## src/alu6502_pkg.sv

```systemverilog
package alu6502_pkg;

    localparam int DATA_W   = 8;            // datapath width
    localparam int SIGN_BIT = DATA_W - 1;   // msb used for N and signed overflow
    localparam int OP_W     = 4;            // opcode field width
    localparam int CIN_W    = 2;            // carry-in select width

    // ALU opcodes seen at the core boundary
    typedef enum logic [OP_W-1:0] {
        OP_ADC = 4'h0,                      // add with carry
        OP_SBC = 4'h1,                      // subtract with borrow
        OP_AND = 4'h2,
        OP_ORA = 4'h3,
        OP_EOR = 4'h4,
        OP_LSR = 4'h5,                      // shift right, zero into msb
        OP_ROR = 4'h6,                      // rotate right through carry
        OP_LDA = 4'h7,                      // load acc via 0 + operand
        OP_IDX = 4'h8,                      // index add into ea byte
        OP_CLC = 4'h9,
        OP_SEC = 4'ha
    } alu_op_t;

    // where the ALU carry-in comes from
    typedef enum logic [CIN_W-1:0] {
        CIN_ZERO = 2'd0,
        CIN_ONE  = 2'd1,
        CIN_FLAG = 2'd2                     // registered C flag
    } cin_sel_t;

    // processor status subset in 6502 P register order
    typedef struct packed {
        logic n;                            // negative
        logic v;                            // signed overflow
        logic z;                            // zero
        logic c;                            // carry
    } status_t;

endpackage

```

## src/alu_ctrl_if.sv

```systemverilog
`timescale 1ns/1ps

interface alu_ctrl_if import alu6502_pkg::*; ();

    logic     valid;        // one strobe per decoded op
    logic     ldb_inv_db;   // ~db on b
    logic     ldb_db;       // db on b
    logic     ldb_adl;      // adl on b
    logic     lda_sb;       // sb on a
    logic     lda_zero;     // zeroes on a
    cin_sel_t cin_sel;
    logic     e_sum;
    logic     e_and;
    logic     e_eor;
    logic     e_or;
    logic     e_shiftr;
    logic     wr_acc;
    logic     wr_nz;
    logic     wr_c;
    logic     wr_v;
    logic     wr_ea;
    logic     c_value;      // constant carry for CLC/SEC

    modport decode_mp (
        output valid, ldb_inv_db, ldb_db, ldb_adl, lda_sb, lda_zero, cin_sel,
               e_sum, e_and, e_eor, e_or, e_shiftr,
               wr_acc, wr_nz, wr_c, wr_v, wr_ea, c_value
    );

    modport alu_mp (
        input ldb_inv_db, ldb_db, ldb_adl, lda_sb, lda_zero, cin_sel,
              e_sum, e_and, e_eor, e_or, e_shiftr
    );

    modport wb_mp (
        input valid, wr_acc, wr_nz, wr_c, wr_v, wr_ea, c_value
    );

endinterface

```

## src/alu.sv

```systemverilog
`timescale 1ns/1ps

module alu import alu6502_pkg::*; (
    alu_ctrl_if.alu_mp        ctrl,
    input  logic [DATA_W-1:0] db_in,      // data bus operand
    input  logic [DATA_W-1:0] adl_in,     // address low
    input  logic [DATA_W-1:0] sb_in,      // special bus carrying acc
    input  status_t           status,     // only c is used
    output logic [DATA_W-1:0] alu_out,
    output logic              carry_out,
    output logic              overflow
);

    logic [DATA_W-1:0] a;
    logic [DATA_W-1:0] b;
    logic              cin;
    logic [DATA_W:0]   sum;               // sum plus carry out

    // input bus selection
    always_comb begin
        b = '0;
        if (ctrl.ldb_inv_db) begin
            b = ~db_in;
        end else if (ctrl.ldb_db) begin
            b = db_in;
        end else if (ctrl.ldb_adl) begin
            b = adl_in;
        end

        a = '0;
        if (ctrl.lda_sb) begin
            a = sb_in;
        end else if (ctrl.lda_zero) begin
            a = '0;
        end
    end

    always_comb begin
        case (ctrl.cin_sel)
            CIN_ONE:  cin = 1'b1;
            CIN_FLAG: cin = status.c;
            default:  cin = 1'b0;
        endcase
    end

    assign sum = {1'b0, a} + {1'b0, b} + {{DATA_W{1'b0}}, cin};

    always_comb begin
        alu_out   = '0;                   // idle outputs are zero
        carry_out = 1'b0;
        overflow  = 1'b0;

        if (ctrl.e_sum) begin
            alu_out   = sum[DATA_W-1:0];
            carry_out = sum[DATA_W];
            // same-sign operands whose result flips sign
            overflow  = (a[SIGN_BIT] == b[SIGN_BIT]) &&
                        (sum[SIGN_BIT] != a[SIGN_BIT]);
        end else if (ctrl.e_and) begin
            alu_out = a & b;
        end else if (ctrl.e_eor) begin
            alu_out = a ^ b;
        end else if (ctrl.e_or) begin
            alu_out = a | b;
        end else if (ctrl.e_shiftr) begin
            alu_out   = {cin, a[DATA_W-1:1]};   // cin fills the msb
            carry_out = a[0];
        end
    end

endmodule

```

## src/alu6502_top.sv

```systemverilog
`timescale 1ns/1ps

module alu6502_top import alu6502_pkg::*; (
    input  logic              clk,
    input  logic              reset,
    input  logic              op_valid,
    input  alu_op_t           opcode,
    input  logic [DATA_W-1:0] operand,
    input  logic [DATA_W-1:0] addr_low,
    output logic              result_valid,
    output logic [DATA_W-1:0] acc,
    output logic              flag_n,
    output logic              flag_v,
    output logic              flag_z,
    output logic              flag_c,
    output logic [DATA_W-1:0] ea_out,
    output logic              page_cross
);

    alu_ctrl_if u_ctrl ();

    logic [DATA_W-1:0] alu_out;
    logic              carry_out;
    logic              overflow;
    status_t           status;

    op_decode u_decode (
        .clk      (clk),
        .reset    (reset),
        .op_valid (op_valid),
        .opcode   (opcode),
        .ctrl     (u_ctrl.decode_mp)
    );

    alu u_alu (
        .ctrl      (u_ctrl.alu_mp),
        .db_in     (operand),
        .adl_in    (addr_low),
        .sb_in     (acc),           // acc feeds back on the special bus
        .status    (status),        // carry seen by the next op
        .alu_out   (alu_out),
        .carry_out (carry_out),
        .overflow  (overflow)
    );

    status_writeback u_wb (
        .clk          (clk),
        .reset        (reset),
        .ctrl         (u_ctrl.wb_mp),
        .alu_out      (alu_out),
        .carry_out    (carry_out),
        .overflow     (overflow),
        .acc          (acc),
        .status       (status),
        .ea_out       (ea_out),
        .page_cross   (page_cross),
        .result_valid (result_valid)
    );

    assign flag_n = status.n;
    assign flag_v = status.v;
    assign flag_z = status.z;
    assign flag_c = status.c;

endmodule

```

## src/op_decode.sv

```systemverilog
`timescale 1ns/1ps

module op_decode import alu6502_pkg::*; (
    input  logic          clk,
    input  logic          reset,
    input  logic          op_valid,      // one op per strobe
    input  alu_op_t       opcode,
    alu_ctrl_if.decode_mp ctrl
);

    always_ff @(posedge clk) begin
        if (reset) begin
            ctrl.valid      <= 1'b0;
            ctrl.ldb_inv_db <= 1'b0;
            ctrl.ldb_db     <= 1'b0;
            ctrl.ldb_adl    <= 1'b0;
            ctrl.lda_sb     <= 1'b0;
            ctrl.lda_zero   <= 1'b0;
            ctrl.cin_sel    <= CIN_ZERO;
            ctrl.e_sum      <= 1'b0;
            ctrl.e_and      <= 1'b0;
            ctrl.e_eor      <= 1'b0;
            ctrl.e_or       <= 1'b0;
            ctrl.e_shiftr   <= 1'b0;
            ctrl.wr_acc     <= 1'b0;
            ctrl.wr_nz      <= 1'b0;
            ctrl.wr_c       <= 1'b0;
            ctrl.wr_v       <= 1'b0;
            ctrl.wr_ea      <= 1'b0;
            ctrl.c_value    <= 1'b0;
        end else begin
            // idle cycle unless overridden below
            ctrl.valid      <= op_valid;
            ctrl.ldb_inv_db <= 1'b0;
            ctrl.ldb_db     <= 1'b0;
            ctrl.ldb_adl    <= 1'b0;
            ctrl.lda_sb     <= 1'b0;
            ctrl.lda_zero   <= 1'b0;
            ctrl.cin_sel    <= CIN_ZERO;
            ctrl.e_sum      <= 1'b0;
            ctrl.e_and      <= 1'b0;
            ctrl.e_eor      <= 1'b0;
            ctrl.e_or       <= 1'b0;
            ctrl.e_shiftr   <= 1'b0;
            ctrl.wr_acc     <= 1'b0;
            ctrl.wr_nz      <= 1'b0;
            ctrl.wr_c       <= 1'b0;
            ctrl.wr_v       <= 1'b0;
            ctrl.wr_ea      <= 1'b0;
            ctrl.c_value    <= 1'b0;

            if (op_valid) begin
                case (opcode)
                    OP_ADC, OP_SBC: begin
                        ctrl.lda_sb     <= 1'b1;
                        ctrl.ldb_db     <= (opcode == OP_ADC);
                        ctrl.ldb_inv_db <= (opcode == OP_SBC);   // a + ~m + c
                        ctrl.cin_sel    <= CIN_FLAG;
                        ctrl.e_sum      <= 1'b1;
                        ctrl.wr_acc     <= 1'b1;
                        ctrl.wr_nz      <= 1'b1;
                        ctrl.wr_c       <= 1'b1;
                        ctrl.wr_v       <= 1'b1;
                    end
                    OP_AND, OP_ORA, OP_EOR: begin
                        ctrl.lda_sb <= 1'b1;
                        ctrl.ldb_db <= 1'b1;
                        ctrl.e_and  <= (opcode == OP_AND);
                        ctrl.e_or   <= (opcode == OP_ORA);
                        ctrl.e_eor  <= (opcode == OP_EOR);
                        ctrl.wr_acc <= 1'b1;
                        ctrl.wr_nz  <= 1'b1;
                    end
                    OP_LSR, OP_ROR: begin
                        ctrl.lda_sb   <= 1'b1;
                        ctrl.cin_sel  <= (opcode == OP_ROR) ? CIN_FLAG : CIN_ZERO;
                        ctrl.e_shiftr <= 1'b1;
                        ctrl.wr_acc   <= 1'b1;
                        ctrl.wr_nz    <= 1'b1;
                        ctrl.wr_c     <= 1'b1;
                    end
                    OP_LDA: begin
                        ctrl.lda_zero <= 1'b1;       // 0 + operand
                        ctrl.ldb_db   <= 1'b1;
                        ctrl.e_sum    <= 1'b1;
                        ctrl.wr_acc   <= 1'b1;
                        ctrl.wr_nz    <= 1'b1;
                    end
                    OP_IDX: begin
                        ctrl.lda_sb  <= 1'b1;
                        ctrl.ldb_adl <= 1'b1;
                        ctrl.e_sum   <= 1'b1;
                        ctrl.wr_ea   <= 1'b1;        // acc and flags untouched
                    end
                    OP_CLC, OP_SEC: begin
                        ctrl.wr_c    <= 1'b1;
                        ctrl.c_value <= (opcode == OP_SEC);
                    end
                    default: ;                       // unknown op retires as a no-op
                endcase
            end
        end
    end

endmodule

```

## src/status_writeback.sv

```systemverilog
`timescale 1ns/1ps

module status_writeback import alu6502_pkg::*; (
    input  logic              clk,
    input  logic              reset,
    alu_ctrl_if.wb_mp         ctrl,
    input  logic [DATA_W-1:0] alu_out,
    input  logic              carry_out,
    input  logic              overflow,
    output logic [DATA_W-1:0] acc,
    output status_t           status,
    output logic [DATA_W-1:0] ea_out,       // effective address byte
    output logic              page_cross,
    output logic              result_valid
);

    logic next_c;

    // CLC/SEC have no function strobe so carry_out is zero there
    assign next_c = carry_out | ctrl.c_value;

    always_ff @(posedge clk) begin
        if (reset) begin
            result_valid <= 1'b0;
        end else begin
            result_valid <= ctrl.valid;     // one cycle behind decode
        end
    end

    always_ff @(posedge clk) begin
        if (reset) begin
            acc <= '0;
        end else if (ctrl.valid && ctrl.wr_acc) begin
            acc <= alu_out;
        end
    end

    always_ff @(posedge clk) begin
        if (reset) begin
            status <= '0;
        end else if (ctrl.valid) begin
            if (ctrl.wr_nz) begin
                status.n <= alu_out[SIGN_BIT];
                status.z <= (alu_out == '0);
            end
            if (ctrl.wr_c) begin
                status.c <= next_c;
            end
            if (ctrl.wr_v) begin
                status.v <= overflow;
            end
        end
    end

    always_ff @(posedge clk) begin
        if (reset) begin
            ea_out     <= '0;
            page_cross <= 1'b0;
        end else if (ctrl.valid && ctrl.wr_ea) begin
            ea_out     <= alu_out;
            page_cross <= carry_out;        // carry out of the low byte
        end
    end

endmodule
```

## config.mk

```make
export PLATFORM = sky130hd
export DESIGN_NAME = alu6502_top
export DESIGN_NICKNAME = d
export VERILOG_FILES = /design/src/alu6502_pkg.sv /design/src/alu_ctrl_if.sv /design/src/alu.sv /design/src/alu6502_top.sv /design/src/op_decode.sv /design/src/status_writeback.sv
export SDC_FILE = /design/constraint.sdc
export NUM_CORES = 1
export LEC_CHECK = 0
export ABC_AREA = 1
export BUFFER_PORTS_ARGS = -buffer_cell sky130_fd_sc_hd__buf_2
export CORE_MARGIN = 2
export CORE_UTILIZATION = 57
export CTS_CLUSTER_DIAMETER = 60
export DETAILED_ROUTE_END_ITERATION = 16
export PLACE_DENSITY = 0.76
export SLEW_MARGIN = 25
export SYNTH_ARGS = -nofsm -noshare
export SYNTH_HDL_FRONTEND = slang
export SYNTH_HIERARCHICAL = 1
export SYNTH_SLANG_ARGS = --single-unit
export TNS_END_PERCENT = 10
```

## constraint.sdc

```tcl
create_clock -name clk -period 2.92 [get_ports clk]
set_clock_uncertainty 0.1 [all_clocks]
set_input_delay 0.146 -clock clk [delete_from_list [all_inputs] [get_ports clk]]
set_output_delay 0.146 -clock clk [all_outputs]
set_load 0.02 [all_outputs]
```

==> metrics.md <==
| Metric | Value |
|---|---|
| Rows | 25 |
| Layout Nets | 502 |
| Fin crit share | 0.914 |
| Final ANT Viol Nets | 0 |
| Largest net degree at the start of global routing | 24 |
| CP max stage delay | 390 ps |
| CP endpoint kind | flop |
| Regs by FF count | u_wb/acc: 8 flops, u_wb/ea_out: 8 flops, u_wb/status: 4 flops |
| Die footprint | 5350 um2 |
| Max_slew headroom | 0.655 |
| Post-route minimum period | 2670 ps |
| Buf/Inv on CP | 4 |
| F_max | 375 MHz |
| Startpoint Class | flop |
| FF-to-FF setup slack | 250 ps |
| Final hold slack | 49.9 ps |
| Cell family with most CP delay | adder cells |
| Hold path depth | 3 |
| First-pass GRT wire length | 10500 um |
| Cell Pwr Density | 322 nW/um2 |
| Share of cells above drive strength 1 | 0.214 |
| Iteration-0 DRC Markers | 157 |
| TritonCTS buffer count | 5 |
| Die Ht | 73.2 um |
| I/O pin count | 45 |
| DR pass1 iterations | 4 |
| Buffers on Ports | 44 |
| Starting Density | 0.585 |
| Setup CP Type | flop to flop |
| WL/cell | 12.1 um |
| Area growth syn-to-layout | 11.8% |
| Core Area | 4660 um2 |
| Critical path's slowest cell | fa_1 |
| Synthesized cell area | 2730 um2 |
| Hold Path End | u_decode/ctrl.ldb_inv_db$_SDFF_PP0_ |
| Later-pin clock latency in the skew report | 280 ps |
| Synthesized netlist cell count | 415 |
| Synthesized net count | 459 |
| CTS Root Cell | clkbuf_8 |
| Depth of the CTS H-tree | 2 |
| Worst r2r src | u_decode/ctrl.ldb_db$_SDFF_PP0_ |
| Die X | 73.2 um |
| CP Data Arrival Time | 2780 ps |
| Final WL | 6210 um |
| Critical Path Fanout Max | 9 |
| Clock-pin slew on the worst setup and hold paths | 70 ps |
| RR Endpoint | u_wb/status[1]$_SDFFE_PP0P_ |
| Fin. Hold Viols | 0 |
| Slew Viols, Final | 0 |
| Outcome | finished, final reports clean |
| Worst-path cell chain | buf_4, a21oi_1, a22oi_2, inv_1, fa_2, fa_1, inv_2, nand3_1, nand3_1, nand3_1, nand2_1, inv_1, nor2_1, nand2_1, nor2_1, nand2_1, a21oi_1 |
| Clock sinks | 37 |
| GRT Residual Overflow | 0 |
| Sum Neg Setup Slack | 0 ps |
| HP Class | input port to flop |
| Commonest non-fill, non-tap cell in the layout | nand2_1 |
| Ys Warns | 6 |
| RePlAce Congestion | 0.950 |
| R2r worst-path depth | 17 |
| Vias per cell | 5.23 |
| Vias in the first global route | 2409 |
| Maximum clock path buffer count | 2 |
| Critical Path RT | 3040 ps |
| Most frequent cells in the layout | nand2_1 (130), inv_1 (49), buf_2 (44) |
| Total inserted antenna cells | 0 |
| Vias | 2681 |
| Avg Cell Area, Syn | 6.57 um2 |
| Initial antenna violation count | 0 |
| Max-cap violations | 0 |
| Final Setup Violations | 0 |
| # DRC | 0 |
| Leakage | 1.59 nW |
| CTS tree | done |
| Hold path startpoint | opcode[0] |
| Maximum VDD drop | 303 uV |
| GRT Util Overall | 0.252 |
| Dpl hpwl | 4900 um |
| RSZ-0062 raised after global routing | false |
| Cts hold-fix bufs | 0 |
| Slew @ Worst Pin | 517 ps |
-- where the power goes --
group          total (mW)  switching (mW)  internal (mW)
Sequential          0.519         0.00724          0.511
Combinational       0.112          0.0708         0.0408
Clock               0.352           0.183          0.169
Total               0.982           0.261          0.721
-- worst max-delay path by stage --
stage / from / cells after the start / endpoint
final: u_decode/ctrl.ldb_db$_SDFF_PP0_ / 17 / u_wb/status[1]$_SDFFE_PP0P_
after global routing: u_decode/ctrl.ldb_db$_SDFF_PP0_ / 17 / u_wb/status[1]$_SDFFE_PP0P_
after CTS: u_decode/ctrl.ldb_db$_SDFF_PP0_ / 17 / u_wb/status[1]$_SDFFE_PP0P_
after detailed placement: u_decode/ctrl.ldb_db$_SDFF_PP0_ / 17 / u_wb/status[1]$_SDFFE_PP0P_
after global placement: u_decode/ctrl.ldb_db$_SDFF_PP0_ / 17 / u_wb/status[1]$_SDFFE_PP0P_
after floorplan: u_decode/ctrl.ldb_db$_SDFF_PP0_ / 20 / u_wb/status[1]$_SDFFE_PP0P_
-- tightest hold or removal path: stages --
cell and delay, ps:
buf_2 130, inv_1 70, nor2_1 40
-- layout make-up --
class	instances	area, um2
repair buffers	50	265
clock buffers	5	68.8
clock inverters	3	21.3
multi-input cells	305	1650
well taps	54	67.6
flip-flops and latches	37	741
fillers	456	1610
inverters	59	231
-- per-stage QoR --
| step | worst slack [ps] | area [um2] | power (mW) | util | instances |
|---|---|---|---|---|---|
| 2_1_floorplan | 293 | 2730 | 0.608 | - | 415 |
| 5_1_grt | 12.9 | 3050 | 1.03 | 0.654 | 513 |
| 6_report | 252 | 3050 | 0.982 | 0.654 | 513 |
| 3_5_place_dp | 201 | 2950 | 0.641 | 0.632 | 504 |
| 4_1_cts | 185 | 3040 | 0.990 | 0.652 | 512 |
| 3_3_place_gp | 261 | 2950 | 0.640 | 0.632 | 504 |
-- routing by layer --
layer | routed length [um] | global-route usage
met3 | 368 | 0.0331
met4 | 63 | 0.0741
met2 | 3030 | 0.442
met1 | 2740 | 0.319
met5 | 0 | 0
-- timing repair --
action | CTS | global route
setup endpoints to repair | 0 | 2
resized for setup | 0 | 2
setup buffers | 0 | 1
Power figures use the tool's default switching activity.
